**config.mk**
```make
export PLATFORM = sky130hd
export DESIGN_NAME = prml_decoder
export DESIGN_NICKNAME = d
export VERILOG_FILES = /design/src/prml_pkg.sv /design/src/prml_config_regs.sv /design/src/prml_branch_metric.sv /design/src/prml_acs.sv /design/src/prml_traceback.sv /design/src/prml_sync_detect.sv /design/src/prml_decoder.sv
export VERILOG_INCLUDE_DIRS = /design/src
export SDC_FILE = /design/constraint.sdc
export NUM_CORES = 2
export LEC_CHECK = 0
export BUFFER_PORTS_ARGS = -buffer_cell sky130_fd_sc_hd__buf_2
export CAP_MARGIN = 10
export CORE_AREA = 2 2 280 282
export DETAILED_ROUTE_END_ITERATION = 10
export DIE_AREA = 0 0 282 284
export PLACE_DENSITY = 0.85
export RECOVER_POWER = 50
export SETUP_SLACK_MARGIN = 0.1
export SLEW_MARGIN = 5
export SYNTH_ARGS = -nofsm -noshare
export SYNTH_HDL_FRONTEND = slang
export SYNTH_SLANG_ARGS = --single-unit
export TNS_END_PERCENT = 50
```
**constraint.sdc**
```tcl
create_clock -name clk -period 17.7 [get_ports clk]
set_input_delay 4.425 -clock clk [delete_from_list [all_inputs] [get_ports clk]]
set_output_delay 4.425 -clock clk [all_outputs]
set_load 0.005 [all_outputs]
```
**src/prml_params.svh**
```systemverilog
// PR4 Viterbi detector sizes, traceback depth, lock count and register reset values
`ifndef PRML_PARAMS_SVH
`define PRML_PARAMS_SVH

// ==========================================================================
// Datapath widths
// ==========================================================================
// Signed equalized sample from the read channel front end
`define PRML_SAMPLE_WIDTH 10
// Branch and path metrics
`define PRML_METRIC_WIDTH 16

// Survivor history walked on every traceback
`define PRML_TRACEBACK_LEN 32
`define PRML_PTR_WIDTH 5

// Consecutive low-metric steps before lock is declared
`define PRML_SYNC_COUNT 64

// ==========================================================================
// Configuration register defaults
// ==========================================================================
`define PRML_LEVEL_NEG2_RST (-200)
`define PRML_LEVEL_ZERO_RST 0
`define PRML_LEVEL_POS2_RST 200
`define PRML_LOCK_THRESHOLD_RST 1000

`endif

```
**src/prml_pkg.sv**
```systemverilog
// Shared sample, metric, survivor and trellis state types for the PR4 detector
`include "prml_params.svh"

package prml_pkg;

    // Equalized sample and expected levels
    typedef logic signed [`PRML_SAMPLE_WIDTH-1:0] sample_t;

    // Branch and path metrics, unsigned squared error
    typedef logic [`PRML_METRIC_WIDTH-1:0] metric_t;

    // One ACS decision per state
    // Bit i set when state i took its second predecessor
    typedef logic [3:0] survivor_t;

    // Trellis state as {newest bit, previous bit}
    // Channel output is newest minus the bit before previous
    //   ST_00 <- ST_00 (0)  or ST_01 (-2)
    //   ST_01 <- ST_10 (0)  or ST_11 (-2)
    //   ST_10 <- ST_00 (+2) or ST_01 (0)
    //   ST_11 <- ST_10 (+2) or ST_11 (0)
    typedef enum logic [1:0] {
        ST_00 = 2'b00,
        ST_01 = 2'b01,
        ST_10 = 2'b10,
        ST_11 = 2'b11
    } pr4_state_t;

endpackage

```
**src/prml_config_regs.sv**
```systemverilog
// PR4 detector configuration registers holding the reference levels and lock threshold
`timescale 1ns/1ps
`include "prml_params.svh"

module prml_config_regs (
    input  logic                clk,
    input  logic                reset_n,

    // Host write port
    input  logic                cfg_write,
    input  logic [1:0]          cfg_addr,
    input  logic [15:0]         cfg_data,

    // Settings to the datapath
    output prml_pkg::sample_t   level_neg2,
    output prml_pkg::sample_t   level_zero,
    output prml_pkg::sample_t   level_pos2,
    output prml_pkg::metric_t   lock_threshold
);

    // ======================================================================
    // Register map
    // ======================================================================
    // 0 level_neg2, 1 level_zero, 2 level_pos2, 3 lock_threshold
    localparam logic [1:0] ADDR_NEG2 = 2'd0;
    localparam logic [1:0] ADDR_ZERO = 2'd1;
    localparam logic [1:0] ADDR_POS2 = 2'd2;
    localparam logic [1:0] ADDR_LOCK = 2'd3;

    // Levels take the low sample-width bits of the write data
    always_ff @(posedge clk or negedge reset_n) begin
        if (!reset_n) begin
            level_neg2     <= prml_pkg::sample_t'(`PRML_LEVEL_NEG2_RST);
            level_zero     <= prml_pkg::sample_t'(`PRML_LEVEL_ZERO_RST);
            level_pos2     <= prml_pkg::sample_t'(`PRML_LEVEL_POS2_RST);
            lock_threshold <= prml_pkg::metric_t'(`PRML_LOCK_THRESHOLD_RST);
        end else if (cfg_write) begin
            // One register per strobe, visible next cycle
            case (cfg_addr)
                ADDR_NEG2: level_neg2     <= cfg_data[`PRML_SAMPLE_WIDTH-1:0];
                ADDR_ZERO: level_zero     <= cfg_data[`PRML_SAMPLE_WIDTH-1:0];
                ADDR_POS2: level_pos2     <= cfg_data[`PRML_SAMPLE_WIDTH-1:0];
                ADDR_LOCK: lock_threshold <= cfg_data;
                default:   lock_threshold <= lock_threshold;
            endcase
        end
    end

endmodule

```
**src/prml_branch_metric.sv**
```systemverilog
// PR4 branch metric pipeline computing truncated squared errors against three levels
`timescale 1ns/1ps
`include "prml_params.svh"

module prml_branch_metric (
    input  logic                clk,
    input  logic                reset_n,
    input  logic                enable,
    input  prml_pkg::sample_t   sample_in,
    input  logic                sample_valid,
    input  prml_pkg::sample_t   level_neg2,
    input  prml_pkg::sample_t   level_zero,
    input  prml_pkg::sample_t   level_pos2,
    output prml_pkg::metric_t   bm_neg2,
    output prml_pkg::metric_t   bm_zero,
    output prml_pkg::metric_t   bm_pos2,
    output logic                bm_valid
);

    localparam int W = `PRML_SAMPLE_WIDTH;
    localparam int M = `PRML_METRIC_WIDTH;

    // Stage 1 differences, one bit wider than a sample
    logic signed [W:0]      diff_neg2, diff_zero, diff_pos2;
    logic                   diff_valid;
    // Full signed squares
    logic signed [2*W+1:0]  sq_neg2, sq_zero, sq_pos2;

    always_comb begin
        sq_neg2 = diff_neg2 * diff_neg2;
        sq_zero = diff_zero * diff_zero;
        sq_pos2 = diff_pos2 * diff_pos2;
    end

    // ======================================================================
    // Data stages
    // ======================================================================
    always_ff @(posedge clk) begin
        if (enable && sample_valid) begin
            diff_neg2 <= sample_in - level_neg2;
            diff_zero <= sample_in - level_zero;
            diff_pos2 <= sample_in - level_pos2;
        end
        // Keep the top metric bits of the 2W-bit square
        if (enable && diff_valid) begin
            bm_neg2 <= sq_neg2[2*W-1 -: M];
            bm_zero <= sq_zero[2*W-1 -: M];
            bm_pos2 <= sq_pos2[2*W-1 -: M];
        end
    end

    // Valid follows the two data stages
    always_ff @(posedge clk or negedge reset_n) begin
        if (!reset_n) begin
            diff_valid <= 1'b0;
            bm_valid   <= 1'b0;
        end else if (enable) begin
            diff_valid <= sample_valid;
            bm_valid   <= diff_valid;
        end
    end

endmodule

```
**src/prml_acs.sv**
```systemverilog
// PR4 add-compare-select over four states with per-step path metric normalization
`timescale 1ns/1ps
`include "prml_params.svh"

module prml_acs (
    input  logic                    clk,
    input  logic                    reset_n,
    input  logic                    enable,
    input  prml_pkg::metric_t       bm_neg2,
    input  prml_pkg::metric_t       bm_zero,
    input  prml_pkg::metric_t       bm_pos2,
    input  logic                    bm_valid,
    output prml_pkg::metric_t       path_metric [4],
    output prml_pkg::survivor_t     survivors,
    output logic                    step_valid,
    output prml_pkg::metric_t       min_path_metric
);

    // One guard bit on every sum
    localparam int SW = `PRML_METRIC_WIDTH + 1;

    logic [SW-1:0]          cand0 [4];
    logic [SW-1:0]          cand1 [4];
    logic [SW-1:0]          pm_sel [4];
    logic [SW-1:0]          pm_min;
    prml_pkg::metric_t      pm_next [4];
    prml_pkg::metric_t      min_next;
    prml_pkg::survivor_t    surv_next;

    // ======================================================================
    // Add, compare, select
    // ======================================================================
    // State s = {x, a} is reached from {a, 0} and {a, 1}
    // Output is x minus the oldest bit, so x = 1 gives +2 or 0, x = 0 gives 0 or -2
    always_comb begin
        logic [SW-1:0] norm;
        for (int s = 0; s < 4; s++) begin
            cand0[s] = {1'b0, path_metric[2 * (s % 2)]}
                     + {1'b0, (s >= 2) ? bm_pos2 : bm_zero};
            cand1[s] = {1'b0, path_metric[2 * (s % 2) + 1]}
                     + {1'b0, (s >= 2) ? bm_zero : bm_neg2};
            // Tie keeps the first predecessor
            surv_next[s] = (cand1[s] < cand0[s]);
            pm_sel[s]    = surv_next[s] ? cand1[s] : cand0[s];
        end

        // Step minimum is the best path's increment
        pm_min = pm_sel[0];
        for (int s = 1; s < 4; s++) begin
            if (pm_sel[s] < pm_min) begin
                pm_min = pm_sel[s];
            end
        end

        // Subtract the minimum, saturate anything past the metric range
        for (int s = 0; s < 4; s++) begin
            norm = pm_sel[s] - pm_min;
            pm_next[s] = norm[SW-1] ? '1 : norm[SW-2:0];
        end
        min_next = pm_min[SW-1] ? '1 : pm_min[SW-2:0];
    end

    // ======================================================================
    // Path metric registers
    // ======================================================================
    always_ff @(posedge clk or negedge reset_n) begin
        if (!reset_n) begin
            for (int s = 0; s < 4; s++) begin
                path_metric[s] <= '0;
            end
            min_path_metric <= '0;
            step_valid      <= 1'b0;
        end else if (enable) begin
            step_valid <= bm_valid;
            if (bm_valid) begin
                for (int s = 0; s < 4; s++) begin
                    path_metric[s] <= pm_next[s];
                end
                min_path_metric <= min_next;
            end
        end
    end

    // Decision word rides along with the metrics
    always_ff @(posedge clk) begin
        if (enable && bm_valid) begin
            survivors <= surv_next;
        end
    end

endmodule

```
**src/prml_traceback.sv**
```systemverilog
// PR4 survivor ring and traceback FSM emitting one decided bit per traceback
`timescale 1ns/1ps
`include "prml_params.svh"

module prml_traceback (
    input  logic                    clk,
    input  logic                    reset_n,
    input  logic                    enable,
    input  prml_pkg::survivor_t     survivors,
    input  logic                    step_valid,
    input  prml_pkg::metric_t       path_metric [4],
    output logic                    bit_out,
    output logic                    bit_valid
);

    localparam int L  = `PRML_TRACEBACK_LEN;
    localparam int PW = `PRML_PTR_WIDTH;
    // Ring spans two traceback lengths so new steps never overwrite a word still to be walked
    localparam int RING_DEPTH = 2 * L;

    typedef enum logic {
        TB_IDLE,
        TB_TRACE
    } tb_fsm_t;

    prml_pkg::survivor_t    ring [RING_DEPTH];
    logic [PW:0]            wr_ptr;
    logic [PW:0]            rd_ptr;
    logic                   filled;
    tb_fsm_t                fsm;
    logic [PW-1:0]          walk_cnt;
    prml_pkg::pr4_state_t   tb_state;
    prml_pkg::pr4_state_t   best_state;
    prml_pkg::pr4_state_t   prev_state;
    prml_pkg::survivor_t    rd_word;
    logic                   decided_bit;
    logic                   decided_valid;

    // ======================================================================
    // Survivor ring
    // ======================================================================
    always_ff @(posedge clk) begin
        if (enable && step_valid) begin
            ring[wr_ptr] <= survivors;
        end
    end

    // Fill flag rises once L steps have been stored
    always_ff @(posedge clk or negedge reset_n) begin
        if (!reset_n) begin
            wr_ptr <= '0;
            filled <= 1'b0;
        end else if (enable && step_valid) begin
            wr_ptr <= wr_ptr + 1'b1;
            if (wr_ptr == (PW+1)'(L - 1)) begin
                filled <= 1'b1;
            end
        end
    end

    // ======================================================================
    // Start state and backward step
    // ======================================================================
    // Lowest metric wins, ties to the lower state number
    always_comb begin
        prml_pkg::metric_t best_m;
        best_m     = path_metric[0];
        best_state = prml_pkg::ST_00;
        for (int s = 1; s < 4; s++) begin
            if (path_metric[s] < best_m) begin
                best_m     = path_metric[s];
                best_state = prml_pkg::pr4_state_t'(s[1:0]);
            end
        end
    end

    // Predecessor of {x, a} is {a, survivor bit}
    always_comb begin
        rd_word    = ring[rd_ptr];
        prev_state = prml_pkg::pr4_state_t'({tb_state[0], rd_word[tb_state]});
    end

    // ======================================================================
    // Traceback FSM
    // ======================================================================
    always_ff @(posedge clk or negedge reset_n) begin
        if (!reset_n) begin
            fsm           <= TB_IDLE;
            tb_state      <= prml_pkg::ST_00;
            rd_ptr        <= '0;
            walk_cnt      <= '0;
            decided_bit   <= 1'b0;
            decided_valid <= 1'b0;
            bit_out       <= 1'b0;
            bit_valid     <= 1'b0;
        end else if (enable) begin
            decided_valid <= 1'b0;
            bit_valid     <= decided_valid;
            if (decided_valid) begin
                bit_out <= decided_bit;
            end
            case (fsm)
                TB_IDLE: begin
                    if (filled) begin
                        // Metrics belong to the step being written on this edge, if any
                        tb_state <= best_state;
                        rd_ptr   <= step_valid ? wr_ptr : wr_ptr - 1'b1;
                        walk_cnt <= PW'(L - 1);
                        fsm      <= TB_TRACE;
                    end
                end
                TB_TRACE: begin
                    tb_state <= prev_state;
                    rd_ptr   <= rd_ptr - 1'b1;
                    if (walk_cnt == '0) begin
                        // Newest bit of the state before the oldest word walked
                        decided_bit   <= prev_state[1];
                        decided_valid <= 1'b1;
                        fsm           <= TB_IDLE;
                    end else begin
                        walk_cnt <= walk_cnt - 1'b1;
                    end
                end
                default: fsm <= TB_IDLE;
            endcase
        end
    end

endmodule

```
**src/prml_sync_detect.sv**
```systemverilog
// PR4 sync lock detector counting consecutive low best-path increments
`timescale 1ns/1ps
`include "prml_params.svh"

module prml_sync_detect (
    input  logic                clk,
    input  logic                reset_n,
    input  logic                enable,
    input  logic                step_valid,
    input  prml_pkg::metric_t   min_path_metric,
    input  prml_pkg::metric_t   lock_threshold,
    output logic                sync_locked
);

    localparam int CW = $clog2(`PRML_SYNC_COUNT + 1);

    // Saturates at the lock count
    logic [CW-1:0] low_count;

    // ======================================================================
    // Lock counter
    // ======================================================================
    always_ff @(posedge clk or negedge reset_n) begin
        if (!reset_n) begin
            low_count   <= '0;
            sync_locked <= 1'b0;
        end else if (enable && step_valid) begin
            if (min_path_metric < lock_threshold) begin
                // Lock on the first low step after a full count
                if (low_count == CW'(`PRML_SYNC_COUNT)) begin
                    sync_locked <= 1'b1;
                end else begin
                    low_count <= low_count + 1'b1;
                end
            end else begin
                // Noisy step drops lock at once
                low_count   <= '0;
                sync_locked <= 1'b0;
            end
        end
    end

endmodule

```
**src/prml_decoder.sv**
```systemverilog
// PR4 Viterbi read channel detector top with configuration registers
`timescale 1ns/1ps

module prml_decoder (
    input  logic                clk,
    input  logic                reset_n,
    input  logic                enable,

    // Equalized samples
    input  prml_pkg::sample_t   sample_in,
    input  logic                sample_valid,

    // Configuration writes
    input  logic                cfg_write,
    input  logic [1:0]          cfg_addr,
    input  logic [15:0]         cfg_data,

    // Decisions and status
    output logic                bit_out,
    output logic                bit_valid,
    output prml_pkg::metric_t   min_path_metric,
    output logic                sync_locked
);

    prml_pkg::sample_t      level_neg2, level_zero, level_pos2;
    prml_pkg::metric_t      lock_threshold;
    prml_pkg::metric_t      bm_neg2, bm_zero, bm_pos2;
    logic                   bm_valid;
    prml_pkg::metric_t      path_metric [4];
    prml_pkg::survivor_t    survivors;
    logic                   step_valid;

    // ======================================================================
    // Settings and datapath
    // ======================================================================
    prml_config_regs config0 (
        .clk(clk), .reset_n(reset_n),
        .cfg_write(cfg_write), .cfg_addr(cfg_addr), .cfg_data(cfg_data),
        .level_neg2(level_neg2), .level_zero(level_zero), .level_pos2(level_pos2),
        .lock_threshold(lock_threshold)
    );

    prml_branch_metric bm0 (
        .clk(clk), .reset_n(reset_n), .enable(enable),
        .sample_in(sample_in), .sample_valid(sample_valid),
        .level_neg2(level_neg2), .level_zero(level_zero), .level_pos2(level_pos2),
        .bm_neg2(bm_neg2), .bm_zero(bm_zero), .bm_pos2(bm_pos2), .bm_valid(bm_valid)
    );

    prml_acs acs0 (
        .clk(clk), .reset_n(reset_n), .enable(enable),
        .bm_neg2(bm_neg2), .bm_zero(bm_zero), .bm_pos2(bm_pos2), .bm_valid(bm_valid),
        .path_metric(path_metric), .survivors(survivors),
        .step_valid(step_valid), .min_path_metric(min_path_metric)
    );

    // Decisions come out one traceback length behind the ACS
    prml_traceback tb0 (
        .clk(clk), .reset_n(reset_n), .enable(enable),
        .survivors(survivors), .step_valid(step_valid), .path_metric(path_metric),
        .bit_out(bit_out), .bit_valid(bit_valid)
    );

    prml_sync_detect sync0 (
        .clk(clk), .reset_n(reset_n), .enable(enable),
        .step_valid(step_valid), .min_path_metric(min_path_metric),
        .lock_threshold(lock_threshold), .sync_locked(sync_locked)
    );

endmodule

```
==> summary.md <==
| Metric | Value |
|---|---|
| Run status | finished, violations left |
| Failing checks | capacitance limit, slew limit |
| Worst Max-Slew Pin Slew | between 5000 and 6000 ps |
| Sequential area share after synthesis | 0.3109 |
| Synth cell count leaders | 651 x inv_1, 497 x ha_1, 341 x edfxtp_1 |
| Layout fillers | 5732 |
| Final Max Slew Viols | 567 |
| Worst stage delay on the critical path | between 800 and 900 ps |
| Synth area leaders | edfxtp_1 22%, ha_1 14%, fa_1 13%, dfrtp_1 8.0%, inv_1 5.3% |
| Number of detailed-routing iterations run before antenna repair | 9 |
| Die span in x | 282 um |
| Setup WS pre-CTS | 700.4 ps |
| Placed cell count | 5455 |
| Starting density of the core | 0.5981 |
| Root buf cell | clkbuf_16 |
| Portion of synthesized cell area occupied by the leading cell type | 0.2225 |
| Number of flip-flops and latches in the synthesized netlist | just over 500 |
| Count of endpoints failing setup in the final report | 0 |
| Clock skew after layout | approximately 80 ps |
| Clock tree from TritonCTS | done |
| Max_cap viols | 10 |
| Area of the multi-input gates | 28800 sq um |
| Number of buffers added by the clock tree synthesis step | 55 |
| Clock latency of the later-clocked register in the worst-skew pair | ~670 ps |
| Critical Path Fanout Max | 16 |
| # rows | ~100 |
| Most common cell in the netlist | inv_1 |
| Required time of the critical path | 18120 ps |
| Final Hold Violating Endpoints | 0 |
| Kind of critical path | reg2reg |
| Vias/cell | 6.233 |
| Share of post-route cells with drive strength above 1 | 0.09901 |
| Overall overflow remaining after global route | 0 |
| Hold-fix buffers at CTS | 0 |
| Post-synthesis cell type count | 116 |
| Nature of the critical path endpoint | flip-flop |
| Achievable frequency | 0.06052 GHz |
| Post-detailed-placement half-perimeter wirelength | 99260 um |
| Setup TNS after final layout | 0 ps |
| Wirelength, routed | 131100 um |
| CTS clock-pin slew for the worst setup and hold paths | 60 ps |
| Max H-tree Level | 2 |
| Number of global-route vias before repair | 34870 |
| Area growth from synthesis to layout | 7.900% |
| Non-filler instance count after layout | 5568 |
| Leading area contributor after synthesis | edfxtp_1 |
| Unrepaired setup endpoints after global routing | false |
| Count of warnings emitted by yosys | 0 |
| Ys flop type | edfxtp_1 |
| Library cell contributing the largest single delay on the critical path | mux2i_1 |
| Sequential cell area in the final layout | 14320 sq um |
| Remaining max-slew budget at the tightest pin | -2.662 |
| Pin count of the biggest net entering global routing | between 90 and 100 |
| Aggregate global-route resource usage | 0.3300 |
| TritonCTS sink count | between 500 and 600 |
| Number of violations reported at the end of detailed-routing iteration 0 | 3398 |
| Synth Net Count | 5270 |
| Critical Path AT | 16940 ps |
| Buffer levels on the longest clock path | 3 |
| Count of vias placed by the detailed router | ~35000 |
| Worst hold-check path type | reg2reg |
| Port Buffers | 51 |
| Final weighted congestion of routability-driven global placement | 1.063 |
| Fin crit share | 0.9336 |
| CP Launch Type | flip-flop |
| Area enclosed by the die boundary | 80090 sq um |
| Ys async rst share | 0.3221 |
| Mean cell area of the mapped netlist | 10.35 sq um |
| Per-cell routed wire length | 23.55 um |
| Final net count | 5302 |
| Period minus WS final | between 15000 and 20000 ps |
| Final setup slack of the worst path | 1175 ps |
| Remaining DRCs | 0 |
| Count of pins on the block boundary | 52 |
| Post-synthesis instance total | roughly 4400 |
| Global-route wire length before repair | 200700 um |
| Final core utilization | 0.6454 |
| Standard cell core area | a little under 80000 sq um |
| Antenna-violating nets left | 0 |
| Number of antenna violations at the first check in global routing | 1 |
| Die height | around 280 um |
| Post-synth design cell area | about 46000 sq um |
| Number of synthesized flops with an enable pin | 341 |
[registers in the layout, indices dropped and copies added (netlist names), 4 cells and up]
register                cells
config0.level_pos2         10
config0.lock_threshold     16
tb0.wr_ptr                  6
bm0.diff_neg2              11
acs0.min_path_metric       16
acs0.survivors              4
bm0.bm_neg2                16
tb0.rd_ptr                  6
tb0.ring                  256
tb0.walk_cnt                5
config0.level_neg2         10
config0.level_zero         10
acs0.path_metric           64
bm0.diff_pos2              11
bm0.bm_pos2                16
bm0.bm_zero                16
sync0.low_count             7
bm0.diff_zero              11
[area by class of cell]
type                       instances  area share
antenna                            3   0.0001512
clock inverter                    42     0.01411
inverter                         654     0.04950
timing repair inverter             1   0.0001512
timing repair buffer             102     0.01265
tap                             1040     0.02620
sequential                       503      0.2883
clock buffer                      62     0.02907
multi-input combinational       3161      0.5799
[layout by cell type (no fill, tap or decap), types with 56 or more instances in the layout]
master     instances
inv_1            649
ha_1             497
edfxtp_1         341
fa_1             294
a21oi_1          284
nor2_1           266
nand2_1          225
xnor2_1          222
o21ai_0          178
dfrtp_1          146
a21o_1           130
and2_1           120
o21bai_1          90
mux4_2            85
xor2_1            74
nand2b_1          62
clkbuf_16         56
[layer usage]
layer	global-route usage	vias to the layer above	share of wire	wire length, um
met5	0	-	0	0
met4	0.1781	0	0.064	8435
met3	0.04627	391	0.083	10890
met2	0.5347	1737	0.47	61840
met1	0.4290	17040	0.38	49940
li1	-	15530	-	-
[cells by family (layout without fill, tap and decap cells)]
kind of cell	count (synthesis)	after routing	share of synthesized area
AOI/OAI and AO/OA	978	978	0.1427
xor gates and xnor gates	297	297	0.05668
adders and majority gates	803	803	0.2657
buffers and inverters	782	861	0.06472
DFF	503	503	0.3109
muxes	175	175	0.06317
other	0	3	0
and+or+nand+nor	908	908	0.09615
[metrics by stage]
step	area [sq um]	hold WS, ps
final	49660	506.3
after global routing	49660	522.5
after CTS	49620	507.9
after detailed placement	47470	493.2
after global placement	47470	487.5
after floorplan	46030	474.9
[worst max-delay path: cells and delay by family (launching register included)]
| family | cells | cell delay [ps] |
|---|---|---|
| compound gates | 36 | 7900 |
| xor+xnor | 2 | 350 |
| fa+ha+maj | 7 | 2170 |
| buf+inv | 6 | 860 |
| flops | 1 | 600 |
| mux | 2 | 1190 |
| simple gates | 17 | 3220 |
[worst paths after layout]
check	slack, ps	cells after the start	endpoint	start
max in group asynchronous	6250	2	config0.level_zero[4]	reset_n
min in group asynchronous	5750	1	tb0.wr_ptr[3]	reset_n
max	1180	70	acs0.path_metric[2]	bm0.bm_zero[6]
min reg2reg	510	1	config0.level_zero[8]	config0.level_zero[8]
max reg2reg	1180	70	acs0.path_metric[2]	bm0.bm_zero[6]
min	510	1	config0.level_zero[8]	config0.level_zero[8]
[repair_timing]
| action | CTS | global route |
|---|---|---|
| setup buffers | 0 | 5 |
| setup endpoints to repair | 0 | 64 |
| gates resized for setup | 0 | 12 |
Power is left out: the tool's default activity adds up to more than one toggle a clock period on the data nets, which glitch-free logic cannot reach.
